<file path="src/rtl/sysrow_pkg.sv">
// *******************
// Systolic row package
// Shared widths, row height and the latency of the
// computing-element chain
// *******************

package sysrow_pkg;

  // Width of one activation or weight lane
  localparam int unsigned DATA_W = 16;

  // Width of bias, partial sums and the row result
  localparam int unsigned ACC_W = 32;

  // Computing elements chained in one row
  localparam int unsigned ROW_H = 4;

  // Element register plus intermediate output register
  localparam int unsigned CE_LAT = 2;

  // Full latency from accepted item to row output
  localparam int unsigned ROW_LAT = ROW_H * CE_LAT;

endpackage : sysrow_pkg

</file>
<file path="src/rtl/sysrow_ce.sv">
// *******************
// Systolic computing element
// Signed integer multiply-add of one operand pair onto the
// partial sum coming from the left, held in a stallable register
// *******************

`timescale 1ns/1ns

module sysrow_ce (
  input  logic                          clk_i,
  input  logic                          rst_ni,
  input  logic                          en_i,
  input  logic                          flush_i,
  input  logic [sysrow_pkg::DATA_W-1:0] x_i,
  input  logic [sysrow_pkg::DATA_W-1:0] w_i,
  input  logic [sysrow_pkg::ACC_W-1:0]  psum_i,
  output logic [sysrow_pkg::ACC_W-1:0]  psum_o
);

  import sysrow_pkg::*;

  // Full-precision product of the two lanes
  logic signed [2*DATA_W-1:0] prod;

  // Product brought to the accumulator width
  logic signed [ACC_W-1:0] prod_ext;

  // Multiply-add result before the register
  logic [ACC_W-1:0] sum;

  // Pipeline register of this element
  logic [ACC_W-1:0] psum_q;

  assign prod = $signed(x_i) * $signed(w_i);

  // Signed cast keeps the sign when the accumulator is wider
  assign prod_ext = ACC_W'(prod);

  // Wraps modulo 2^ACC_W
  assign sum = prod_ext + psum_i;

  always_ff @(posedge clk_i or negedge rst_ni) begin : ce_register
    if (!rst_ni) begin
      psum_q <= '0;
    end else begin
      if (flush_i) begin
        psum_q <= '0;
      end else if (en_i) begin
        psum_q <= sum;
      end
    end
  end

  assign psum_o = psum_q;

endmodule : sysrow_ce

</file>
<file path="src/rtl/sysrow_ctrl.sv">
// *******************
// Systolic row controller
// Tracks items in flight, derives the global pipeline enable
// and handles flush
// *******************

`timescale 1ns/1ns

module sysrow_ctrl (
  input  logic clk_i,
  input  logic rst_ni,
  input  logic in_valid_i,
  input  logic out_ready_i,
  input  logic flush_i,
  output logic en_o,
  output logic in_ready_o,
  output logic out_valid_o,
  output logic busy_o
);

  import sysrow_pkg::*;

  // One valid bit per pipeline stage, bit 0 is the entry
  logic [ROW_LAT-1:0] valid_q;

  // Pipeline may advance
  logic stall_en;

  // Tail of the valid chain marks a result on z_o
  assign out_valid_o = valid_q[ROW_LAT-1];

  // Freeze only while a result waits for the consumer.
  // A bubble at the tail lets the chain move on
  assign stall_en = ~out_valid_o | out_ready_i;

  always_ff @(posedge clk_i or negedge rst_ni) begin : valid_chain
    if (!rst_ni) begin
      valid_q <= '0;
    end else begin
      if (flush_i) begin
        valid_q <= '0;
      end else if (stall_en) begin
        valid_q <= {valid_q[ROW_LAT-2:0], in_valid_i};
      end
    end
  end

  // Accepting only when the chain moves means no item is lost
  assign in_ready_o = stall_en;
  assign en_o       = stall_en;

  // Any stage holding an item
  assign busy_o = |valid_q;

endmodule : sysrow_ctrl

</file>
<file path="src/rtl/sysrow_row.sv">
// *******************
// Systolic dot-product row
// Chain of computing elements, each followed by an output register,
// with the bias entering at the first element
// *******************

`timescale 1ns/1ns

module sysrow_row (
  input  logic                                                 clk_i,
  input  logic                                                 rst_ni,
  input  logic                                                 en_i,
  input  logic                                                 flush_i,
  input  logic [sysrow_pkg::ROW_H-1:0][sysrow_pkg::DATA_W-1:0] x_i,
  input  logic [sysrow_pkg::ROW_H-1:0][sysrow_pkg::DATA_W-1:0] w_i,
  input  logic                         [sysrow_pkg::ACC_W-1:0] bias_i,
  output logic                         [sysrow_pkg::ACC_W-1:0] z_o
);

  import sysrow_pkg::*;

  // Partial sum presented to each element
  logic [ROW_H-1:0][ACC_W-1:0] psum_in;

  // Element register outputs
  logic [ROW_H-1:0][ACC_W-1:0] partial_result;

  // Intermediate output registers between elements
  logic [ROW_H-1:0][ACC_W-1:0] output_q;

  for (genvar idx = 0; idx < ROW_H; idx++) begin : gen_element
    if (idx == 0) begin : gen_bias
      assign psum_in[idx] = bias_i;
    end else begin : gen_chain
      assign psum_in[idx] = output_q[idx-1];
    end

    sysrow_ce i_ce (
      .clk_i   ( clk_i               ),
      .rst_ni  ( rst_ni              ),
      .en_i    ( en_i                ),
      .flush_i ( flush_i             ),
      .x_i     ( x_i[idx]            ),
      .w_i     ( w_i[idx]            ),
      .psum_i  ( psum_in[idx]        ),
      .psum_o  ( partial_result[idx] )
    );

    // Second register of each hop, same stall and flush as the element
    always_ff @(posedge clk_i or negedge rst_ni) begin : output_register
      if (!rst_ni) begin
        output_q[idx] <= '0;
      end else begin
        if (flush_i) begin
          output_q[idx] <= '0;
        end else if (en_i) begin
          output_q[idx] <= partial_result[idx];
        end
      end
    end
  end

  assign z_o = output_q[ROW_H-1];

endmodule : sysrow_row

</file>
<file path="src/rtl/sysrow_skew.sv">
// *******************
// Input skew stage
// Delays lane i by i * CE_LAT enabled cycles so that activations
// and weights meet the partial sum travelling down the row
// *******************

`timescale 1ns/1ns

module sysrow_skew (
  input  logic                                                 clk_i,
  input  logic                                                 rst_ni,
  input  logic                                                 en_i,
  input  logic                                                 flush_i,
  input  logic [sysrow_pkg::ROW_H-1:0][sysrow_pkg::DATA_W-1:0] x_i,
  input  logic [sysrow_pkg::ROW_H-1:0][sysrow_pkg::DATA_W-1:0] w_i,
  output logic [sysrow_pkg::ROW_H-1:0][sysrow_pkg::DATA_W-1:0] x_o,
  output logic [sysrow_pkg::ROW_H-1:0][sysrow_pkg::DATA_W-1:0] w_o
);

  import sysrow_pkg::*;

  for (genvar lane = 0; lane < ROW_H; lane++) begin : gen_lane
    if (lane == 0) begin : gen_direct
      // First element sees the item on the accepting edge
      assign x_o[lane] = x_i[lane];
      assign w_o[lane] = w_i[lane];
    end else begin : gen_delay
      localparam int unsigned DEPTH = lane * CE_LAT;

      // Stage 0 is the entry, stage DEPTH-1 feeds the row
      logic [DEPTH-1:0][DATA_W-1:0] x_sr;
      logic [DEPTH-1:0][DATA_W-1:0] w_sr;

      always_ff @(posedge clk_i or negedge rst_ni) begin : delay_line
        if (!rst_ni) begin
          x_sr <= '0;
          w_sr <= '0;
        end else begin
          if (flush_i) begin
            x_sr <= '0;
            w_sr <= '0;
          end else if (en_i) begin
            x_sr[0] <= x_i[lane];
            w_sr[0] <= w_i[lane];
            for (int s = 1; s < DEPTH; s++) begin
              x_sr[s] <= x_sr[s-1];
              w_sr[s] <= w_sr[s-1];
            end
          end
        end
      end

      assign x_o[lane] = x_sr[DEPTH-1];
      assign w_o[lane] = w_sr[DEPTH-1];
    end
  end

endmodule : sysrow_skew

</file>
<file path="src/rtl/sysrow_top.sv">
// *******************
// Systolic row top level
// Controller, input skew stage and dot-product row
// *******************

`timescale 1ns/1ns

module sysrow_top (
  input  logic                                                 clk_i,
  input  logic                                                 rst_ni,
  input  logic                                                 in_valid_i,
  input  logic                                                 out_ready_i,
  input  logic                                                 flush_i,
  input  logic [sysrow_pkg::ROW_H-1:0][sysrow_pkg::DATA_W-1:0] x_i,
  input  logic [sysrow_pkg::ROW_H-1:0][sysrow_pkg::DATA_W-1:0] w_i,
  input  logic                         [sysrow_pkg::ACC_W-1:0] bias_i,
  output logic                                                 in_ready_o,
  output logic                                                 out_valid_o,
  output logic                                                 busy_o,
  output logic                         [sysrow_pkg::ACC_W-1:0] z_o
);

  import sysrow_pkg::*;

  // Global advance for every pipeline register
  logic stall_en;

  // Staggered lanes into the row
  logic [ROW_H-1:0][DATA_W-1:0] x_skew;
  logic [ROW_H-1:0][DATA_W-1:0] w_skew;

  sysrow_ctrl i_ctrl (
    .clk_i       ( clk_i       ),
    .rst_ni      ( rst_ni      ),
    .in_valid_i  ( in_valid_i  ),
    .out_ready_i ( out_ready_i ),
    .flush_i     ( flush_i     ),
    .en_o        ( stall_en    ),
    .in_ready_o  ( in_ready_o  ),
    .out_valid_o ( out_valid_o ),
    .busy_o      ( busy_o      )
  );

  sysrow_skew i_skew (
    .clk_i   ( clk_i    ),
    .rst_ni  ( rst_ni   ),
    .en_i    ( stall_en ),
    .flush_i ( flush_i  ),
    .x_i     ( x_i      ),
    .w_i     ( w_i      ),
    .x_o     ( x_skew   ),
    .w_o     ( w_skew   )
  );

  // Bias skips the skew stage, element 0 uses it on the accepting edge
  sysrow_row i_row (
    .clk_i   ( clk_i    ),
    .rst_ni  ( rst_ni   ),
    .en_i    ( stall_en ),
    .flush_i ( flush_i  ),
    .x_i     ( x_skew   ),
    .w_i     ( w_skew   ),
    .bias_i  ( bias_i   ),
    .z_o     ( z_o      )
  );

endmodule : sysrow_top

</file>
<file path="config.mk">
export PLATFORM = sky130hd
export DESIGN_NAME = sysrow_top
export DESIGN_NICKNAME = d
export VERILOG_FILES = /design/src/rtl/sysrow_pkg.sv /design/src/rtl/sysrow_ce.sv /design/src/rtl/sysrow_ctrl.sv /design/src/rtl/sysrow_row.sv /design/src/rtl/sysrow_skew.sv /design/src/rtl/sysrow_top.sv
export SDC_FILE = /design/constraint.sdc
export NUM_CORES = 2
export LEC_CHECK = 0
export BUFFER_PORTS_ARGS = -buffer_cell sky130_fd_sc_hd__buf_2
export CORE_MARGIN = 2
export CORE_UTILIZATION = 50
export DETAILED_ROUTE_END_ITERATION = 8
export PLACE_DENSITY = 0.65
export SETUP_SLACK_MARGIN = 0.5
export SLEW_MARGIN = 20
export SYNTH_ARGS = -nofsm -noshare
export SYNTH_HDL_FRONTEND = slang
export SYNTH_HIERARCHICAL = 1
export SYNTH_SLANG_ARGS = --single-unit
export TNS_END_PERCENT = 100
</file>
<file path="constraint.sdc">
create_clock -name clk_i -period 11.7 [get_ports clk_i]
set_clock_uncertainty 0.2 [all_clocks]
set_input_delay 0.585 -clock clk_i [delete_from_list [all_inputs] [get_ports clk_i]]
set_output_delay 0.585 -clock clk_i [all_outputs]
set_load 0.05 [all_outputs]
</file>
**After elaboration in Yosys (flattened, before gate mapping)**

Cells that the tools add are included.

- Flip-flop bits (word level): 648
- Latch bits: 0
- Memory bits (writable): 0
- Bits in read-only memories: 0
- Input port bits: 165
- Output and inout port bits: 35
- Memories: 0

- Add/sub/neg operators: 4
- $mul: 4
- Div/mod/pow operators: 0
- Order comparisons: 0
- Eq/ne operators: 0
- Shift-type cells: 0
- Multiplexer cells: 30
- Bitwise operators: 2
- Reductions and logical operators: 2

Operators by type and width:

| operator | number |
|---|---|
| $mux W32 | 20 |
| $mux W96 | 4 |
| $mux W64 | 4 |
| $add A32 B32 Y32 | 4 |
| $mul A16 B16 Y32 | 4 |
| $mux W8 | 2 |
| $reduce_or A8 Y1 | 1 |
| $reduce_bool A2 Y1 | 1 |
| $not A1 Y1 | 1 |
| $or A1 B1 Y1 | 1 |

**Longest topological paths before layout**

- Depth in word-level cells: 4
- Depth in mapped cells: 25
- Depth with buffers taken out: 22

**Cells and area by module**

The synthesis kept the hierarchy.

Modules (own cells, without submodules):

| module | times used | cells an instance | area an instance (um^2) | seq. area each (um^2) |
|---|---|---|---|---|
| sysrow_ce at i_row.gen_element[1].i_ce ... | 2 | 1305 | 12238.0 | 800.8 |
| sysrow_skew | 1 | 1366 | 16853.7 | 9609.2 |
| sysrow_ce at i_row.gen_element[0].i_ce | 1 | 1305 | 12213.0 | 800.8 |
| sysrow_ce at i_row.gen_element[3].i_ce | 1 | 1281 | 12082.8 | 800.8 |
| sysrow_row | 1 | 444 | 5532.8 | 3203.1 |
| sysrow_ctrl | 1 | 31 | 370.4 | 200.2 |

**Worst setup path after synthesis**

Ideal clock, no wire load.

- Path type: input to register
- Start: input port w_i[9] (netlist name)
- End: register i_row.gen_element[0].i_ce.psum_q[26]
- Arrival time: 6.441 ns
- Slack: 4.938 ns
- Stages on the path: 22
- Path buffers: 2
- Cells stage by stage: buf_4 clkbuf_1 nand2_1 fa_1 inv_1 fa_1 inv_1 fa_1 inv_1 fa_1 fa_1 inv_1 fa_1 inv_1 ha_1 and3_1 a221o_1 a221o_1 o2111ai_2 a21oi_2 or4_1 a32o_1

- Word-level cells in the longest chain between the ends: 4

Ends and longest elaborated chain:

| element | RTL line | text |
|---|---|---|
| start, declared | sysrow_top.sv:15 | `input logic [sysrow_pkg::ROW_H-1:0][sysrow_pkg::DATA_W-1:0] w_i,` |
| $mul A16 B16 Y32 | sysrow_ce.sv:34 | `assign prod = $signed(x_i) * $signed(w_i);` |
| $add A32 B32 Y32 | sysrow_ce.sv:40 | `assign sum = prod_ext + psum_i;` |
| $mux W32 | sysrow_ce.sv:48 | `end else if (en_i) begin` |
| $mux W32 | sysrow_ce.sv:46 | `if (flush_i) begin` |
| end signal, assigned | sysrow_ce.sv:49 | `psum_q <= sum;` |
| end, declared | sysrow_ce.sv:32 | `logic [ACC_W-1:0] psum_q;` |

Every way passes these cells. The select of a mux whose other input is x is not followed.
A chain may end at the register's enable or synchronous reset.

**Worst setup path in the final report**

- Start: register i_skew.gen_lane[1].gen_delay.w_sr, in the netlist i_skew/w_o[17]
- End: register i_row.gen_element[1].i_ce.psum_q[31]

- Word-level cells in the longest chain between the ends: 4

Ends and longest elaborated chain:

| element | RTL line | text |
|---|---|---|
| start, declared | sysrow_skew.sv:32 | `logic [DEPTH-1:0][DATA_W-1:0] w_sr;` |
| start signal, assigned by index | sysrow_skew.sv:47 | `w_sr[s] <= w_sr[s-1];` |
| $mul A16 B16 Y32 | sysrow_ce.sv:34 |  |
| $add A32 B32 Y32 | sysrow_ce.sv:40 |  |
| $mux W32 | sysrow_ce.sv:48 |  |
| $mux W32 | sysrow_ce.sv:46 |  |
| end signal, assigned | sysrow_ce.sv:49 |  |
| end, declared | sysrow_ce.sv:32 |  |

Every way passes these cells. The select of a mux whose other input is x is not followed.

==> reports/qor.csv <==
metric;value;unit
Main synth FF type;dfrtp_1;
Worst Path Required;12.08;ns
vias post-DR;46000;
Setup CP Type;flip-flop to flip-flop;
Max VDD drop;0.506;mV
Worst Tran Pin Value;1.09;ns
total power draw;12.9;mW
Cell Rows;138;
CTS sink cnt;648;
Longest Clk Path Bufs;3;
asr flop ratio synth;100;%
sequential area share after synthesis;22.7;%
PortBufs;199;
max cap viols;0;
Compound-Gate Fraction of Synth Area;3.87;%
total routed wirelength;165000;um
simple-gate share of the synthesized area;12.5;%
Final min period;7.07;ns
Filler cells;12600;
Die X;382;um
most frequent CP cell;inv_1;
crit end category;flip-flop;
TritonCTS Buffers;75;
CTS tree;yes;
syn_nets;8762;
H-tree Lvls;3;
Yosys top cell area share;32.7;%
synth warn;6;
Initial Util;50.5;%
adder-cell share of the synthesized area;39.5;%
total grt overflow;0;
pwr/cell area;171;nW/um2
Syn Std Cell Area;71500;um2
crit start category;flip-flop;
CP cell instances;nand2_1 -> inv_1 -> fa_1 -> inv_1 -> fa_1 -> inv_1 -> fa_1 -> inv_1 -> fa_1 -> inv_1 -> fa_1 -> inv_1 -> fa_1 -> inv_1 -> ha_1 -> and3_2 -> and4_1 -> nand2_1 -> o211ai_1 -> a211oi_2 -> xnor2_1 -> a211oi_1;
commonest non-fill, non-tap cell in the layout;inv_1;
Synth Register Bits;648;
Nets;8718;
Slew HR;27.6;%
Yosys cell types;88;
antenna violations before repair;0;
hpwl dp;126000;um
DR iter-0 viols;3050;
most frequent cells in the layout;1,359 x inv_1, 1,168 x fa_1, 675 x nor2_1, 648 x dfrtp_1, 579 x mux2i_1;
clock edge transition at the registers on the reported setup and hold paths;0.06;ns
final instance area;75500;um2
critical path's slowest cell;fa_1;
Crit path arrival time;7.45;ns
syn avg cell area;10.2;um2
Pleak;43.1;nW
Via density;5.15;
insertion delay to the later sink of the worst-skew pair;0.69;ns
first-pass GRT wire length;272000;um
die area;146000;um2
leading area contributor after synthesis;fa_1;
largest net degree at the start of global routing;173;
RSZ-0062 raised after global routing;no;
routability cong.;0.901;
DIE HEIGHT;382;um
Post-route DRC;0;
fin. max-slew vios;0;
Fin. Hold Viols;0;
clock root buffer master;clkbuf_16;
CP bufs+invs;7;
final worst-path cycle share;60.5;%
post-synthesis mux area share;8.13;%
Sum Neg Setup Slack;0;ns
largest family of logic cells by synthesized area;adder cells;
outcome;completed;
Top delay family on crit path;adder cells;
Pre-antenna DRT Iters;6;
number of synthesized flops with an enable pin;0;
Hold WC Path Type;input pin to flip-flop;
crit path max fanout;17;
Synth Instances;7037;
Final Hold Slack;0.138;ns
Total Routing Usage GR;23.4;%
Post-Synth XOR/XNOR Area;1.60;%
core area;142000;um2
Max Fclk;141;MHz
slowest stage delay, CP;0.75;ns
share of cells above drive strength 1;5.55;%
vias in the first global route;49000;
setup bufs post-CTS;0;
top post-synthesis cells by area;fa_1 33%, dfrtp_1 23%, mux2i_1 8.1%;
I/O Pins;200;
final core utilization;53.3;%
dpl cell area;71900;um2
Synth-to-Final Area Change;5.59;%
average wire per standard cell;18.4;um
Setup Viol. Count Final;0;
Final ANT Viol Nets;0;
==> routing by layer <==
metal / share of wire (%) / wire (um) / vias to the layer above / track usage, %
li1: - / - / 21200 / -
met1: 45 / 74100 / 23600 / 33.0
met2: 48 / 78700 / 1041 / 38.1
met3: 5.0 / 8250 / 187 / 3.28
met4: 2.2 / 3650 / 0 / 5.97
met5: 0 / 0 / - / 0
==> cells by family (layout without fill, tap and decap cells) <==
| family | Yosys count | in the layout |
|---|---|---|
| buf+inv | 1807 | 1819 |
| xor+xnor | 131 | 131 |
| mux | 581 | 581 |
| other cells | 0 | 1 |
| flops | 648 | 648 |
| simple gates | 1916 | 1916 |
| fa+ha+maj | 1560 | 1560 |
| compound gates | 394 | 394 |
==> path summary, 6_finish.rpt <==
path / cells past startpoint / end / from / slack (ns)
max: 22 / i_row/gen_element[1].i_ce/psum_o[31] / i_skew/w_o[17] / 4.63
min: 4 / i_row/gen_element[0].i_ce/psum_o[0] / bias_i[0] / 0.14
max reg2reg: 22 / i_row/gen_element[1].i_ce/psum_o[31] / i_skew/w_o[17] / 4.63
min reg2reg: 1 / i_row/gen_element[2].i_ce/psum_o[26] / i_row/gen_element[2].i_ce/psum_o[26] / 0.29
max in group asynchronous: 5 / i_row/gen_element[1].i_ce/psum_o[10] / rst_ni / 8.33
min in group asynchronous: 2 / i_row/z_o[11] / rst_ni / 0.39
==> worst min-delay path: stages <==
cell and delay, ns:
buf_2 0.08, ha_1 0.16, mux2i_1 0.08, nor2_1 0.08
==> per-stage QoR <==
step	setup slack, ns	std cells
after floorplan	4.94	7037
after CTS	4.69	8938
after detailed placement	4.70	8706
after global placement	4.76	8706
final	4.63	8940
after global routing	4.32	8939
==> power by group <==
| group | switching, mW | internal, mW | total (mW) |
|---|---|---|---|
| Combinational | 4.53 | 3.30 | 7.83 |
| Sequential | 0.186 | 2.46 | 2.65 |
| Clock | 1.04 | 1.41 | 2.45 |
| Total | 5.75 | 7.17 | 12.9 |
==> final cells by class <==
type                    instances  area (um2)  share of cell area, %
clock inverters                36         522                  0.691
clock buffers                  97        2070                   2.74
multi-input cells            4582       47000                   62.2
well taps                    1890        2360                   3.13
flip-flops and latches        648       16200                   21.5
repair buffers                326        2290                   3.03
inverters                    1360        5110                   6.77
diodes                          1        2.50                0.00331
==> cell usage after synthesis (30+ instances only) <==
| cell | instances |
|---|---|
| o21ai_0 | 67 |
| ha_1 | 392 |
| nand3_1 | 30 |
| buf_2 | 35 |
| dfrtp_1 | 648 |
| inv_1 | 1359 |
| buf_12 | 47 |
| clkbuf_1 | 173 |
| buf_4 | 167 |
| nand2_1 | 562 |
| and2_1 | 493 |
| fa_1 | 1168 |
| nand2b_1 | 32 |
| nor2_1 | 675 |
| a21o_1 | 40 |
| mux2i_1 | 579 |
| xnor2_1 | 107 |
| a21oi_1 | 85 |
==> state kept, by name, summed over array words and instances (netlist names) <==
name	count
i_skew/gen_lane.gen_delay.w_sr	144
i_skew/w_o	48
i_row/gen_element.i_ce/psum_o	128
i_ctrl/valid_q	8
i_skew/gen_lane.gen_delay.x_sr	144
i_row/output_q	96
i_skew/x_o	48
i_row/z_o	32
==> what timing repair did <==
action / CTS / global route
gates resized for setup: 0 / 0
hold endpoints to repair: 209 / 0
hold buffers: 99 / 0
No activity file was read; power rests on OpenSTA's default activity.
